<file path="src/source/isa_pkg.sv">
// rv64 integer subset constants
package isa_pkg;

    localparam int xlen       = 64;
    localparam int ilen       = 32;
    localparam int reg_addr_w = 5;

    localparam logic [xlen-1:0] reset_pc = 64'h0;

    // major opcodes of the kept subset
    localparam logic [6:0] op_reg    = 7'b0110011;
    localparam logic [6:0] op_imm    = 7'b0010011;
    localparam logic [6:0] op_lui    = 7'b0110111;
    localparam logic [6:0] op_branch = 7'b1100011;
    localparam logic [6:0] op_jal    = 7'b1101111;

    // funct3 for alu ops
    localparam logic [2:0] funct3_add_sub = 3'b000;
    localparam logic [2:0] funct3_xor     = 3'b100;
    localparam logic [2:0] funct3_or      = 3'b110;
    localparam logic [2:0] funct3_and     = 3'b111;

    // funct3 for branches
    localparam logic [2:0] funct3_beq = 3'b000;
    localparam logic [2:0] funct3_bne = 3'b001;

    localparam logic [6:0] funct7_sub = 7'b0100000;

    typedef enum logic [2:0] {
        alu_add,
        alu_sub,
        alu_and,
        alu_or,
        alu_xor,
        alu_pass_b
    } alu_op_t;

endpackage

</file>
<file path="src/source/pipe_pkg.sv">
// pipeline stage and port records
package pipe_pkg;

    import isa_pkg::*;

    // instruction port, core side
    typedef struct packed {
        logic            req;
        logic [xlen-1:0] addr;
    } imem_req_t;

    // instruction port, memory side
    typedef struct packed {
        logic            ack;
        logic [ilen-1:0] data;
    } imem_rsp_t;

    typedef struct packed {
        logic            valid;
        logic [xlen-1:0] pc;
        logic [ilen-1:0] inst;
    } fetch_pkt_t;

    // operands already resolved, target precomputed
    typedef struct packed {
        logic                  valid;
        logic [xlen-1:0]       pc;
        logic [reg_addr_w-1:0] rd;
        logic                  wen;
        alu_op_t               alu_op;
        logic [xlen-1:0]       op_a;
        logic [xlen-1:0]       op_b;
        logic                  is_branch;
        logic                  branch_ne;
        logic                  is_jal;
        logic [xlen-1:0]       target;
    } decode_pkt_t;

    // also serves as the register file write port
    typedef struct packed {
        logic                  valid;
        logic [xlen-1:0]       pc;
        logic [reg_addr_w-1:0] rd;
        logic                  wen;
        logic [xlen-1:0]       data;
    } retire_t;

endpackage

</file>
<file path="src/source/fetch_unit.sv">
// instruction fetch unit
module fetch_unit (
    input  logic                       clk,
    input  logic                       reset,
    input  logic                       redirect,
    input  logic [isa_pkg::xlen-1:0]   redirect_pc,
    input  logic                       stall,
    input  logic                       flush,
    input  pipe_pkg::imem_rsp_t        imem_rsp,
    output pipe_pkg::imem_req_t        imem_req,
    output pipe_pkg::fetch_pkt_t       fetch_pkt
);
    import isa_pkg::*;

    typedef enum logic [1:0] {
        st_idle,
        st_wait_ack,
        st_release
    } fetch_state_t;

    fetch_state_t    state;
    logic            req_q;
    logic [xlen-1:0] addr_q;
    logic [xlen-1:0] pc;
    logic            discard;
    logic            buf_valid;
    logic [xlen-1:0] buf_pc;
    logic [ilen-1:0] buf_inst;
    logic            can_issue;
    logic            issue;
    logic            accept;
    logic            capture;

    // buffer must be empty or draining before a new request goes out
    assign can_issue = !redirect && (!buf_valid || !stall);
    assign issue     = can_issue &&
                       (state == st_idle || (state == st_release && !imem_rsp.ack));
    assign accept    = (state == st_wait_ack) && imem_rsp.ack;
    assign capture   = accept && !discard && !flush;

    always_ff @(posedge clk) begin
        if (reset) begin
            state   <= st_idle;
            req_q   <= 1'b0;
            pc      <= reset_pc;
            discard <= 1'b0;
        end else begin
            case (state)
                st_idle:     if (issue) state <= st_wait_ack;
                st_wait_ack: if (imem_rsp.ack) state <= st_release;
                st_release:  if (!imem_rsp.ack) state <= issue ? st_wait_ack : st_idle;
                default:     state <= st_idle;
            endcase

            if (issue) begin
                req_q <= 1'b1;
            end else if (accept) begin
                req_q <= 1'b0;
            end

            if (redirect) begin
                pc <= redirect_pc;
            end else if (issue) begin
                pc <= pc + xlen'(4);
            end

            // wrong-path fetch still in flight, let it finish and drop it
            if (accept) begin
                discard <= 1'b0;
            end else if (redirect && state == st_wait_ack) begin
                discard <= 1'b1;
            end
        end
    end

    always_ff @(posedge clk) begin
        if (issue) begin
            addr_q <= pc;
        end
    end

    always_ff @(posedge clk) begin
        if (reset || flush) begin
            buf_valid <= 1'b0;
        end else if (capture) begin
            buf_valid <= 1'b1;
        end else if (!stall) begin
            buf_valid <= 1'b0;
        end
    end

    always_ff @(posedge clk) begin
        if (capture) begin
            buf_pc   <= addr_q;
            buf_inst <= imem_rsp.data;
        end
    end

    assign imem_req  = '{req: req_q, addr: addr_q};
    assign fetch_pkt = '{valid: buf_valid, pc: buf_pc, inst: buf_inst};

    addr_hold_a: assert property (@(posedge clk) disable iff (reset)
        imem_req.req && !imem_rsp.ack |=> imem_req.req && $stable(imem_req.addr));

endmodule

</file>
<file path="src/source/decode_unit.sv">
// instruction decode and operand read
module decode_unit (
    input  logic                            clk,
    input  logic                            reset,
    input  pipe_pkg::fetch_pkt_t            fetch_pkt,
    input  logic                            stall,
    input  logic                            flush,
    output logic [isa_pkg::reg_addr_w-1:0]  rs1_addr,
    output logic [isa_pkg::reg_addr_w-1:0]  rs2_addr,
    output logic                            rs1_used,
    output logic                            rs2_used,
    input  logic [isa_pkg::xlen-1:0]        rs1_data,
    input  logic [isa_pkg::xlen-1:0]        rs2_data,
    output pipe_pkg::decode_pkt_t           decode_pkt
);
    import isa_pkg::*;
    import pipe_pkg::*;

    logic [6:0]      opcode;
    logic [2:0]      funct3;
    logic [6:0]      funct7;
    logic [xlen-1:0] imm_i;
    logic [xlen-1:0] imm_u;
    logic [xlen-1:0] imm_b;
    logic [xlen-1:0] imm_j;
    decode_pkt_t     dec_d;
    decode_pkt_t     dec_q;

    assign opcode   = fetch_pkt.inst[6:0];
    assign funct3   = fetch_pkt.inst[14:12];
    assign funct7   = fetch_pkt.inst[31:25];
    assign rs1_addr = fetch_pkt.inst[19:15];
    assign rs2_addr = fetch_pkt.inst[24:20];

    assign imm_i = {{52{fetch_pkt.inst[31]}}, fetch_pkt.inst[31:20]};
    assign imm_u = {{32{fetch_pkt.inst[31]}}, fetch_pkt.inst[31:12], 12'b0};
    assign imm_b = {{51{fetch_pkt.inst[31]}}, fetch_pkt.inst[31], fetch_pkt.inst[7],
                    fetch_pkt.inst[30:25], fetch_pkt.inst[11:8], 1'b0};
    assign imm_j = {{43{fetch_pkt.inst[31]}}, fetch_pkt.inst[31], fetch_pkt.inst[19:12],
                    fetch_pkt.inst[20], fetch_pkt.inst[30:21], 1'b0};

    // source usage feeds the hazard check
    assign rs1_used = fetch_pkt.valid &&
                      (opcode == op_reg || opcode == op_imm || opcode == op_branch);
    assign rs2_used = fetch_pkt.valid && (opcode == op_reg || opcode == op_branch);

    always_comb begin
        dec_d        = '0;
        dec_d.valid  = fetch_pkt.valid;
        dec_d.pc     = fetch_pkt.pc;
        dec_d.rd     = fetch_pkt.inst[11:7];
        dec_d.alu_op = alu_add;
        dec_d.op_a   = rs1_data;
        dec_d.op_b   = rs2_data;
        dec_d.target = fetch_pkt.pc + imm_b;
        case (opcode)
            op_reg: begin
                if (funct7 == 7'b0) begin
                    dec_d.wen = 1'b1;
                    case (funct3)
                        funct3_add_sub: dec_d.alu_op = alu_add;
                        funct3_xor:     dec_d.alu_op = alu_xor;
                        funct3_or:      dec_d.alu_op = alu_or;
                        funct3_and:     dec_d.alu_op = alu_and;
                        default:        dec_d.wen = 1'b0;
                    endcase
                end else if (funct7 == funct7_sub && funct3 == funct3_add_sub) begin
                    dec_d.wen    = 1'b1;
                    dec_d.alu_op = alu_sub;
                end
            end
            op_imm: begin
                // addi only
                if (funct3 == funct3_add_sub) begin
                    dec_d.wen  = 1'b1;
                    dec_d.op_b = imm_i;
                end
            end
            op_lui: begin
                dec_d.wen    = 1'b1;
                dec_d.alu_op = alu_pass_b;
                dec_d.op_b   = imm_u;
            end
            op_branch: begin
                dec_d.is_branch = (funct3 == funct3_beq) || (funct3 == funct3_bne);
                dec_d.branch_ne = (funct3 == funct3_bne);
            end
            op_jal: begin
                // link value is pc + 4 through the adder
                dec_d.wen    = 1'b1;
                dec_d.is_jal = 1'b1;
                dec_d.op_a   = fetch_pkt.pc;
                dec_d.op_b   = xlen'(4);
                dec_d.target = fetch_pkt.pc + imm_j;
            end
            default: ;
        endcase
        dec_d.wen = dec_d.wen && fetch_pkt.valid;
    end

    always_ff @(posedge clk) begin
        if (reset || flush || stall) begin
            dec_q.valid <= 1'b0;
            dec_q.wen   <= 1'b0;
        end else begin
            dec_q <= dec_d;
        end
    end

    assign decode_pkt = dec_q;

endmodule

</file>
<file path="src/source/reg_file.sv">
// integer register file
module reg_file (
    input  logic                            clk,
    input  logic                            reset,
    input  logic [isa_pkg::reg_addr_w-1:0]  rs1_addr,
    input  logic [isa_pkg::reg_addr_w-1:0]  rs2_addr,
    output logic [isa_pkg::xlen-1:0]        rs1_data,
    output logic [isa_pkg::xlen-1:0]        rs2_data,
    input  pipe_pkg::retire_t               wb
);
    import isa_pkg::*;

    logic [xlen-1:0] regs [32];
    logic            wr_en;

    assign wr_en = !reset && wb.valid && wb.wen && (wb.rd != '0);

    // x0 is cleared by reset and never written
    always_ff @(posedge clk) begin
        if (reset) begin
            regs[0] <= '0;
        end else if (wr_en) begin
            regs[wb.rd] <= wb.data;
        end
    end

    // retire record is visible to readers in the cycle it is presented
    function automatic logic [xlen-1:0] read_port(input logic [reg_addr_w-1:0] addr);
        logic [xlen-1:0] value;
        if (wr_en && wb.rd == addr) begin
            value = wb.data;
        end else begin
            value = regs[addr];
        end
        return value;
    endfunction

    assign rs1_data = read_port(rs1_addr);
    assign rs2_data = read_port(rs2_addr);

    x0_zero_a: assert property (@(posedge clk) disable iff (reset)
        (rs1_addr != '0 || rs1_data == '0) && (rs2_addr != '0 || rs2_data == '0));

endmodule

</file>
<file path="src/source/execute_unit.sv">
// execute stage and retire register
module execute_unit (
    input  logic                        clk,
    input  logic                        reset,
    input  pipe_pkg::decode_pkt_t       decode_pkt,
    output logic                        redirect,
    output logic [isa_pkg::xlen-1:0]    redirect_pc,
    output pipe_pkg::retire_t           retire
);
    import isa_pkg::*;

    logic [xlen-1:0]       alu_res;
    logic                  operands_eq;
    logic                  branch_taken;
    logic                  ret_valid;
    logic                  ret_wen;
    logic [xlen-1:0]       ret_pc;
    logic [reg_addr_w-1:0] ret_rd;
    logic [xlen-1:0]       ret_data;

    always_comb begin
        case (decode_pkt.alu_op)
            alu_add:    alu_res = decode_pkt.op_a + decode_pkt.op_b;
            alu_sub:    alu_res = decode_pkt.op_a - decode_pkt.op_b;
            alu_and:    alu_res = decode_pkt.op_a & decode_pkt.op_b;
            alu_or:     alu_res = decode_pkt.op_a | decode_pkt.op_b;
            alu_xor:    alu_res = decode_pkt.op_a ^ decode_pkt.op_b;
            alu_pass_b: alu_res = decode_pkt.op_b;
            default:    alu_res = decode_pkt.op_a + decode_pkt.op_b;
        endcase
    end

    // beq / bne compare rs1 against rs2
    assign operands_eq  = (decode_pkt.op_a == decode_pkt.op_b);
    assign branch_taken = decode_pkt.is_branch && (operands_eq != decode_pkt.branch_ne);

    assign redirect    = decode_pkt.valid && (branch_taken || decode_pkt.is_jal);
    assign redirect_pc = decode_pkt.target;

    always_ff @(posedge clk) begin
        if (reset) begin
            ret_valid <= 1'b0;
            ret_wen   <= 1'b0;
        end else begin
            ret_valid <= decode_pkt.valid;
            ret_wen   <= decode_pkt.valid && decode_pkt.wen;
        end
    end

    always_ff @(posedge clk) begin
        ret_pc   <= decode_pkt.pc;
        ret_rd   <= decode_pkt.rd;
        ret_data <= alu_res;
    end

    assign retire = '{valid: ret_valid, pc: ret_pc, rd: ret_rd, wen: ret_wen, data: ret_data};

endmodule

</file>
<file path="src/source/pipe_ctrl.sv">
// hazard stall and redirect flush
module pipe_ctrl (
    input  logic                            clk,
    input  logic                            reset,
    input  logic                            fetch_valid,
    input  logic [isa_pkg::reg_addr_w-1:0]  rs1_addr,
    input  logic [isa_pkg::reg_addr_w-1:0]  rs2_addr,
    input  logic                            rs1_used,
    input  logic                            rs2_used,
    input  logic [isa_pkg::reg_addr_w-1:0]  ex_rd,
    input  logic                            ex_wen,
    input  logic                            redirect,
    output logic                            stall,
    output logic                            flush
);

    logic rs1_hazard;
    logic rs2_hazard;

    // producer sitting in the decode register has not written yet
    assign rs1_hazard = rs1_used && (rs1_addr != '0) && (rs1_addr == ex_rd);
    assign rs2_hazard = rs2_used && (rs2_addr != '0) && (rs2_addr == ex_rd);

    assign flush = redirect;
    assign stall = fetch_valid && ex_wen && (rs1_hazard || rs2_hazard) && !flush;

    // the bubble behind a stall clears the hazard
    stall_once_a: assert property (@(posedge clk) disable iff (reset)
        stall |=> !stall);

    // flush empties the fetch buffer, nothing left to stall on
    flush_no_stall_a: assert property (@(posedge clk) disable iff (reset)
        flush |=> !stall);

endmodule

</file>
<file path="src/source/core_top.sv">
// rv64 integer pipeline top
module core_top (
    input  logic                    clk,
    input  logic                    reset,
    output pipe_pkg::imem_req_t     imem_req,
    input  pipe_pkg::imem_rsp_t     imem_rsp,
    output pipe_pkg::retire_t       retire
);
    import isa_pkg::*;
    import pipe_pkg::*;

    fetch_pkt_t            fetch_pkt;
    decode_pkt_t           decode_pkt;
    logic                  redirect;
    logic [xlen-1:0]       redirect_pc;
    logic                  stall;
    logic                  flush;
    logic [reg_addr_w-1:0] rs1_addr;
    logic [reg_addr_w-1:0] rs2_addr;
    logic                  rs1_used;
    logic                  rs2_used;
    logic [xlen-1:0]       rs1_data;
    logic [xlen-1:0]       rs2_data;

    fetch_unit u_fetch (
        .clk         ( clk         ),
        .reset       ( reset       ),
        .redirect    ( redirect    ),
        .redirect_pc ( redirect_pc ),
        .stall       ( stall       ),
        .flush       ( flush       ),
        .imem_rsp    ( imem_rsp    ),
        .imem_req    ( imem_req    ),
        .fetch_pkt   ( fetch_pkt   )
    );

    decode_unit u_decode (
        .clk         ( clk         ),
        .reset       ( reset       ),
        .fetch_pkt   ( fetch_pkt   ),
        .stall       ( stall       ),
        .flush       ( flush       ),
        .rs1_addr    ( rs1_addr    ),
        .rs2_addr    ( rs2_addr    ),
        .rs1_used    ( rs1_used    ),
        .rs2_used    ( rs2_used    ),
        .rs1_data    ( rs1_data    ),
        .rs2_data    ( rs2_data    ),
        .decode_pkt  ( decode_pkt  )
    );

    reg_file u_regs (
        .clk         ( clk         ),
        .reset       ( reset       ),
        .rs1_addr    ( rs1_addr    ),
        .rs2_addr    ( rs2_addr    ),
        .rs1_data    ( rs1_data    ),
        .rs2_data    ( rs2_data    ),
        .wb          ( retire      )
    );

    execute_unit u_execute (
        .clk         ( clk         ),
        .reset       ( reset       ),
        .decode_pkt  ( decode_pkt  ),
        .redirect    ( redirect    ),
        .redirect_pc ( redirect_pc ),
        .retire      ( retire      )
    );

    pipe_ctrl u_ctrl (
        .clk         ( clk              ),
        .reset       ( reset            ),
        .fetch_valid ( fetch_pkt.valid  ),
        .rs1_addr    ( rs1_addr         ),
        .rs2_addr    ( rs2_addr         ),
        .rs1_used    ( rs1_used         ),
        .rs2_used    ( rs2_used         ),
        .ex_rd       ( decode_pkt.rd    ),
        .ex_wen      ( decode_pkt.wen   ),
        .redirect    ( redirect         ),
        .stall       ( stall            ),
        .flush       ( flush            )
    );

endmodule

</file>
<file path="config.mk">
export PLATFORM = sky130hd
export DESIGN_NAME = core_top
export DESIGN_NICKNAME = d
export VERILOG_FILES = /design/src/source/isa_pkg.sv /design/src/source/pipe_pkg.sv /design/src/source/fetch_unit.sv /design/src/source/decode_unit.sv /design/src/source/reg_file.sv /design/src/source/execute_unit.sv /design/src/source/pipe_ctrl.sv /design/src/source/core_top.sv
export SDC_FILE = /design/constraint.sdc
export NUM_CORES = 2
export LEC_CHECK = 0
export ABC_AREA = 0
export ABC_CLOCK_PERIOD_IN_PS = 28000
export BUFFER_PORTS_ARGS = -buffer_cell sky130_fd_sc_hd__buf_2
export CORE_MARGIN = 5
export CORE_UTILIZATION = 41
export CTS_CLUSTER_DIAMETER = 200
export DETAILED_ROUTE_END_ITERATION = 16
export PLACE_DENSITY_LB_ADDON = 0.1
export SLEW_MARGIN = 20
export SYNTH_ARGS = -nofsm -noshare
export SYNTH_HDL_FRONTEND = slang
export SYNTH_HIERARCHICAL = 1
export SYNTH_SLANG_ARGS = --single-unit
</file>
<file path="constraint.sdc">
create_clock -name clk -period 28 [get_ports clk]
set_input_delay 1.4 -clock clk [delete_from_list [all_inputs] [get_ports clk]]
set_output_delay 1.4 -clock clk [all_outputs]
set_load 0.05 [all_outputs]
</file>
After elaboration in Yosys (flattened, before gate mapping)
Memory sizes are Yosys's and may differ from the RTL's. A register that Yosys moved wholly into a read port is not among the register bits.
Cells that the tools add are included.
Widths: inputs -> output; s select.
{ "totals": {"ff_bits": 633, "mem_bits_rw": 2048, "in_bits": 35, "n_memories": 1} }
{ "memory_table": {"columns": ["name", "words", "width", "read_ports", "rd_ports_with_merged_regs", "wr", "line", "text"], "rows": [
  ["u_regs.regs", 32, 64, 2, 2, 1, "reg_file.sv:13", "logic [xlen-1:0] regs [32];"]
]} }
{ "op_classes": {"n_addsub": 5, "eq_ne": 27, "mux": 35, "bitwise_logic": 3, "reduce_logical": 55} }
{ "op_table": {"columns": ["op", "n"], "rows": [
  ["$mux 64", 7],
  ["$pmux 64 s5", 1],
  ["$add 64x64->64", 3],
  ["$pmux 64 s3", 1],
  ["$mux 65", 1],
  ["$add 64x3->64 const B", 1],
  ["$and 64x64->64", 1],
  ["$eq 64x64->1", 1],
  ["$or 64x64->64", 1],
  ["$reduce_or 64->1", 1],
  ["$sub 64x64->64", 1],
  ["$xor 64x64->64", 1],
  ["$logic_and 1x1->1", 26],
  ["$eq 7x6->1 const B", 3],
  ["$eq 5x5->1", 4],
  ["$eq 3x3->1 const B", 5],
  ["$mux 5", 3],
  ["$reduce_bool 5->1", 3],
  ["$eq 7x7->1 const B", 2],
  ["$mux 1", 13],
  ["$logic_or 1x1->1", 10],
  ["$pmux 3 s3", 1],
  ["$mux 4", 2],
  ["$eq 7x5->1 const B", 1],
  ["19 further kinds", 32]
]} }

Depth between registers and ports, before layout
{ "depth": {"depth_word": 16, "mapped_depth": 24, "depth_no_buf": 22} }

Modules after synthesis
The synthesis kept the hierarchy.
{ "modules_own_cells": {"columns": ["mod", "n_inst", "cells_per_inst", "area_per_inst_um2", "seq_area_each_um2"], "rows": [
  ["reg_file", 1, 4699, 94055.2, 61499.0],
  ["execute_unit", 1, 2174, 15528.6, 2702.6],
  ["decode_unit", 1, 1042, 13555.5, 8027.7],
  ["fetch_unit", 1, 721, 8936.1, 6185.9],
  ["pipe_ctrl", 1, 22, 153.9, 0.0]
]} }

Least setup slack after synthesis
No wires, ideal clock.
{ "synth_timing": {"kind": "register to register", "from": "reg u_decode.dec_q, in the netlist u_decode/decode_pkt[83]", "to": "reg u_decode.dec_q, in the netlist u_decode/decode_pkt[198]", "setup_time_ns": 0.061, "t_arrival_ns": 22.024, "t_required_ns": 27.939, "path_slack_ns": 5.915, "stages_incl_launch_ff": 19, "n_path_buf": 1, "period_less_slack_ns": 22.085, "path_cell_list": "edfxtp_1 > inv_1 > ha_1 > buf_2 > nor4_1 > nand3_1 > or2_2 > nor3_1 > nand2_1 > xnor2_1 > a21oi_1 > nor2b_1 > nand3b_1 > nor4_1 > nand4_1 > o31ai_1 > nor3_1 > and2_1 > and2_1"} }
{ "synth_between": {"elab_chain_cells": 8, "word_cells_on_any_way": 9} }
{ "synth_rtl": {"columns": ["element", "line", "text"], "rows": [
  ["from (decl)", "decode_unit.sv:27", "decode_pkt_t dec_q;"],
  ["$eq 64x64->1", "execute_unit.sv:34", "assign operands_eq = (decode_pkt.op_a == decode_pkt.op_b);"],
  ["$ne 1x1->1", "execute_unit.sv:35", "assign branch_taken = decode_pkt.is_branch && (operands_eq != decode_pkt.branch_ne);"],
  ["$logic_and 1x1->1", "execute_unit.sv:35", null],
  ["$logic_or 1x1->1", "execute_unit.sv:37", "assign redirect = decode_pkt.valid && (branch_taken || decode_pkt.is_jal);"],
  ["$logic_and 1x1->1", "execute_unit.sv:37", null],
  ["named net redirect", "core_top.sv:14", "logic redirect;"],
  ["$logic_not 1->1", "pipe_ctrl.sv:25", "assign stall = fetch_valid && ex_wen && (rs1_hazard || rs2_hazard) && !flush;"],
  ["$logic_and 1x1->1", "pipe_ctrl.sv:25", null],
  ["named net stall", "core_top.sv:16", "logic stall;"],
  ["$logic_or 1x1->1", "decode_unit.sv:102", "if (reset || flush || stall) begin"]
]} }
The timed path passes the listed nets, and every way through them passes these cells.
A chain may end at the register's enable or synchronous reset.

Worst setup path in the final report
{ "layout_timing": {"from": "reg u_decode.dec_q, in the netlist u_decode/decode_pkt[104]", "to": "reg u_fetch.pc[48]"} }
{ "layout_between": {"elab_chain_cells": 12, "word_cells_on_any_way": 13} }
{ "layout_rtl": {"columns": ["element", "line", "text"], "rows": [
  ["$eq 64x64->1", "execute_unit.sv:34", null],
  ["$ne 1x1->1", "execute_unit.sv:35", null],
  ["$logic_and 1x1->1", "execute_unit.sv:35", null],
  ["$logic_or 1x1->1", "execute_unit.sv:37", null],
  ["$logic_and 1x1->1", "execute_unit.sv:37", null],
  ["named net redirect", "core_top.sv:14", null],
  ["$logic_not 1->1", "pipe_ctrl.sv:25", null],
  ["$logic_and 1x1->1", "pipe_ctrl.sv:25", null],
  ["named net stall", "core_top.sv:16", null],
  ["$logic_not 1->1", "fetch_unit.sv:35", "assign can_issue = !redirect && (!buf_valid || !stall);"],
  ["$logic_or 1x1->1", "fetch_unit.sv:35", null],
  ["$logic_and 1x1->1", "fetch_unit.sv:35", null],
  ["$logic_and 1x1->1", "fetch_unit.sv:36", "assign issue = can_issue &&"],
  ["$reduce_bool 2->1 (no source line)", null, null],
  ["to (signal assigned)", "fetch_unit.sv:45", "pc <= reset_pc;"],
  ["to (signal assigned)", "fetch_unit.sv:62", "pc <= redirect_pc;"],
  ["to (signal assigned)", "fetch_unit.sv:64", "pc <= pc + xlen'(4);"],
  ["to (decl)", "fetch_unit.sv:24", "logic [xlen-1:0] pc;"]
]} }
The timed path passes the listed nets, and every way through them passes these cells.

==> impl_metrics.env <==
export IMPL_run_status="complete, no violations"
export IMPL_wl_mm=534.1
export IMPL_finClkSkew_ns=0.05498
export IMPL_cpPeakStageDelay_ns=0.81
export IMPL_dp_slack_ns=20.03
export IMPL_clk_insertion_delay_late_ns=0.93
export IMPL_post_cts_resize_count=0
export IMPL_p_total_mw=9.486
export IMPL_yosysSeqAreaShare_pct=59.30
export IMPL_cap_violations=0
export IMPL_gpl_final_weighted_congestion=0.9592
export IMPL_slowest_stage="nor4_1"
export IMPL_cts_sinks=2680
export IMPL_std_cell_rows=208
export IMPL_cts_made_buffers=303
export IMPL_root_buffer="clkbuf_16"
export IMPL_ys_types=104
export IMPL_h_tree_depth=5
export IMPL_drv_slew=0
export IMPL_antenna_left=0
export IMPL_setup_ws_ns=20.00
export IMPL_placedCellCount=12720
export IMPL_dr_first_iter_drc_count=12060
export IMPL_grt_max_degree=126
export IMPL_ys_warn_count=6
export IMPL_leakage_nw=54.23
export IMPL_path_class="reg2reg"
export IMPL_placed_cell_area_um2=137900
export IMPL_synth_seq_cells=2680
export IMPL_synthFlopType="edfxtp_1"
export IMPL_dp_hpwl_mm=334.1
export IMPL_synth_edf_count=2474
export IMPL_clockBufferDepth=4
export IMPL_tns_ns=0
export IMPL_drc_errors=0
export IMPL_path_cells="inv_1, ha_1, or2_2, nor4_1, nand4_1, nor3_1, nand2_1, xnor2_1, a21oi_1, nor2b_4, buf_4, nand3b_1, or4_1, o31ai_1, nand2_1, nand2_2, buf_4, clkinv_2, buf_4, nand2b_1, nor2_1, a211o_1"
export IMPL_num_io_pins=235
export IMPL_yosysTopAreaCell="edfxtp_1"
export IMPL_initial_core_util_pct=41.17
export IMPL_vdd_ir_drop_max_uv=54.84
export IMPL_fmax_mhz=125.0
export IMPL_powerDensity_nw_per_um2=64.22
export IMPL_whs_ns=0.3072
export IMPL_r2r_slack_ns=20.00
export IMPL_die_h_um=577.9
export IMPL_fin_cells=13300
export IMPL_post_cts_buffers=0
export IMPL_overflow=0
export IMPL_grt_pass1_vias=87310
export IMPL_finalSetupViolations=0
export IMPL_cts_tree="yes"
export IMPL_synth_area_leaders="edfxtp_1 (56%), mux4_2 (17%), dfxtp_1 (3.1%), ha_1 (2.4%), a21oi_1 (2.2%)"
export IMPL_synth_top_cell_area_share_pct=56.18
export IMPL_post_route_min_period_ns=7.997
export IMPL_crit_path_max_fanout=62
export IMPL_cp_data_arrival_time_ns=8.81
export IMPL_grt_pass1_wl_mm=725.8
export IMPL_syn_area_um2=132200
export IMPL_avgRoutedWirePerCell_um=40.16
export IMPL_final_area_um2=147700
export IMPL_antenna_found_initial=69
export IMPL_rsz0062_at_grt="no"
export IMPL_die_w_um=577.9
export IMPL_slew_headroom_pct=15.58
export IMPL_fin_crit_sh_pct=28.56
export IMPL_hold_viol=0
export IMPL_viasPerCell=6.763
export IMPL_core_area_um2=321100
export IMPL_hold_class="reg2reg"
export IMPL_critPathLaunchType="register"
export IMPL_synthArstFlopShare_pct=0
export IMPL_grt_usage_pct=31.16
export IMPL_critPathMostFrequentCell="buf_4"
export IMPL_utilization_pct=46.00
export IMPL_fin_nets=9017
export IMPL_first_pass_iters=6
export IMPL_hold_buffers=0
export IMPL_numPortBuffers=234
export IMPL_syn_nets=8950
export IMPL_die_area_um2=334000
export IMPL_num_vias=89950
export IMPL_drive_gt1_share_pct=23.83
export IMPL_synthCells=8658
export IMPL_syn_to_final_growth_pct=11.71
export IMPL_clk_pin_slew_ns=0.06
export IMPL_worstMarginPinSlew_ns=1.266
export IMPL_critPathRequiredTime_ns=28.81
export IMPL_avgSynthCellArea_um2=15.27
export IMPL_worst_setup_path_end_kind="register"
==> final cells by class <==
cell class	instances	area, µm²
Inverter	240	904.6
Sequential cell	2680	78420
Clock buffer	393	8157
Timing Repair Buffer	456	3157
Multi-Input combinational cell	5044	50080
Antenna cell	32	80.08
Tap cell	4305	5386
Clock inverter	150	1533
Fill cell	27840	173400
==> synthesized netlist by cell type, types with 19 or more instances <==
cell type and n:
a211o_1 19, a211oi_1 43, a21o_1 108, a21oi_1 570
a221o_1 33, a221oi_1 36, a22o_1 32, a22oi_1 221
a31oi_1 58, and2_1 87, and3_1 32, buf_1 62
buf_2 132, buf_4 130, clkbuf_1 363, dfxtp_1 206
edfxtp_1 2474, ha_1 254, inv_1 234, mux2_2 97
mux2i_1 76, mux4_2 1017, nand2_1 344, nand2b_1 36
nand3_1 78, nand4_1 83, nor2_1 399, nor2b_1 58
nor3_1 97, nor4_1 50, o211ai_1 28, o21a_1 22
o21ai_0 275, o21bai_1 69, o221ai_1 46, o22a_1 26
o22ai_1 250, o31ai_1 49, or3_1 27, or4_1 46
xnor2_1 87, xor2_1 44
==> cells in the final DEF, fill, tap and decap left out, types with 250 or more instances in the layout <==
master	count
mux4_2	1017
nor2_1	357
edfxtp_1	2474
ha_1	254
clkbuf_16	308
a21oi_1	569
o22ai_1	250
nand2_1	339
o21ai_0	273
==> worst max-delay path, delay by kind of cell (launching register included) <==
| kind | cells | cell delay, ns |
|---|---|---|
| simple gates | 12 | 3.55 |
| xor+xnor | 1 | 0.18 |
| flops | 1 | 0.37 |
| compound gates | 3 | 0.95 |
| fa+ha+maj | 1 | 0.48 |
| buf+inv | 5 | 2.19 |
==> where the power goes <==
part           switching (mW)  total [mW]  internal, mW
registers               0.136        4.55          4.41
clock network            1.69        3.96          2.26
logic                   0.700       0.983         0.283
total                    2.53        9.49          6.95
==> logic make-up after synthesis <==
group / after synthesis / share of synthesized area, %
buf+inv: 934 / 3.187
fa+ha+maj: 257 / 2.449
flops: 2680 / 59.30
xor+xnor: 131 / 0.8677
simple gates: 1415 / 5.285
mux: 1190 / 18.72
compound gates: 2051 / 10.19
==> flip-flops by register name, indices dropped and copies added, names as in the netlist <==
| signal | count |
|---|---|
| u_decode/decode_pkt | 268 |
| u_regs/regs | 2048 |
| u_execute/ret_valid | 1 |
| u_fetch/buf_valid | 1 |
| u_fetch/buf_pc | 64 |
| u_execute/ret_pc | 64 |
| u_fetch/state | 2 |
| u_fetch/req_q | 1 |
| u_execute/ret_rd | 5 |
| u_execute/ret_wen | 1 |
| u_fetch/buf_inst | 32 |
| u_fetch/addr_q | 64 |
| u_execute/ret_data | 64 |
| u_fetch/discard | 1 |
| u_fetch/pc | 64 |
==> layer usage <==
layer / wire (µm) / GRT usage, % / vias up
li1: - / - / 35500
met1: 213000 / 43.26 / 47800
met2: 238100 / 47.10 / 5543
met3: 56460 / 7.445 / 1086
met4: 26460 / 13.29 / 24
met5: 171 / 0 / -
==> final timing paths <==
check,endpoint,startpoint,cells after the start
setup / recovery,u_fetch/pc[48],u_decode/decode_pkt[104],22
hold / removal,u_execute/ret_pc[46],u_decode/decode_pkt[250],0
hold reg to reg,u_execute/ret_pc[46],u_decode/decode_pkt[250],0
setup reg to reg,u_fetch/pc[48],u_decode/decode_pkt[104],22
Note: power is estimated with default switching activity, not from simulation.
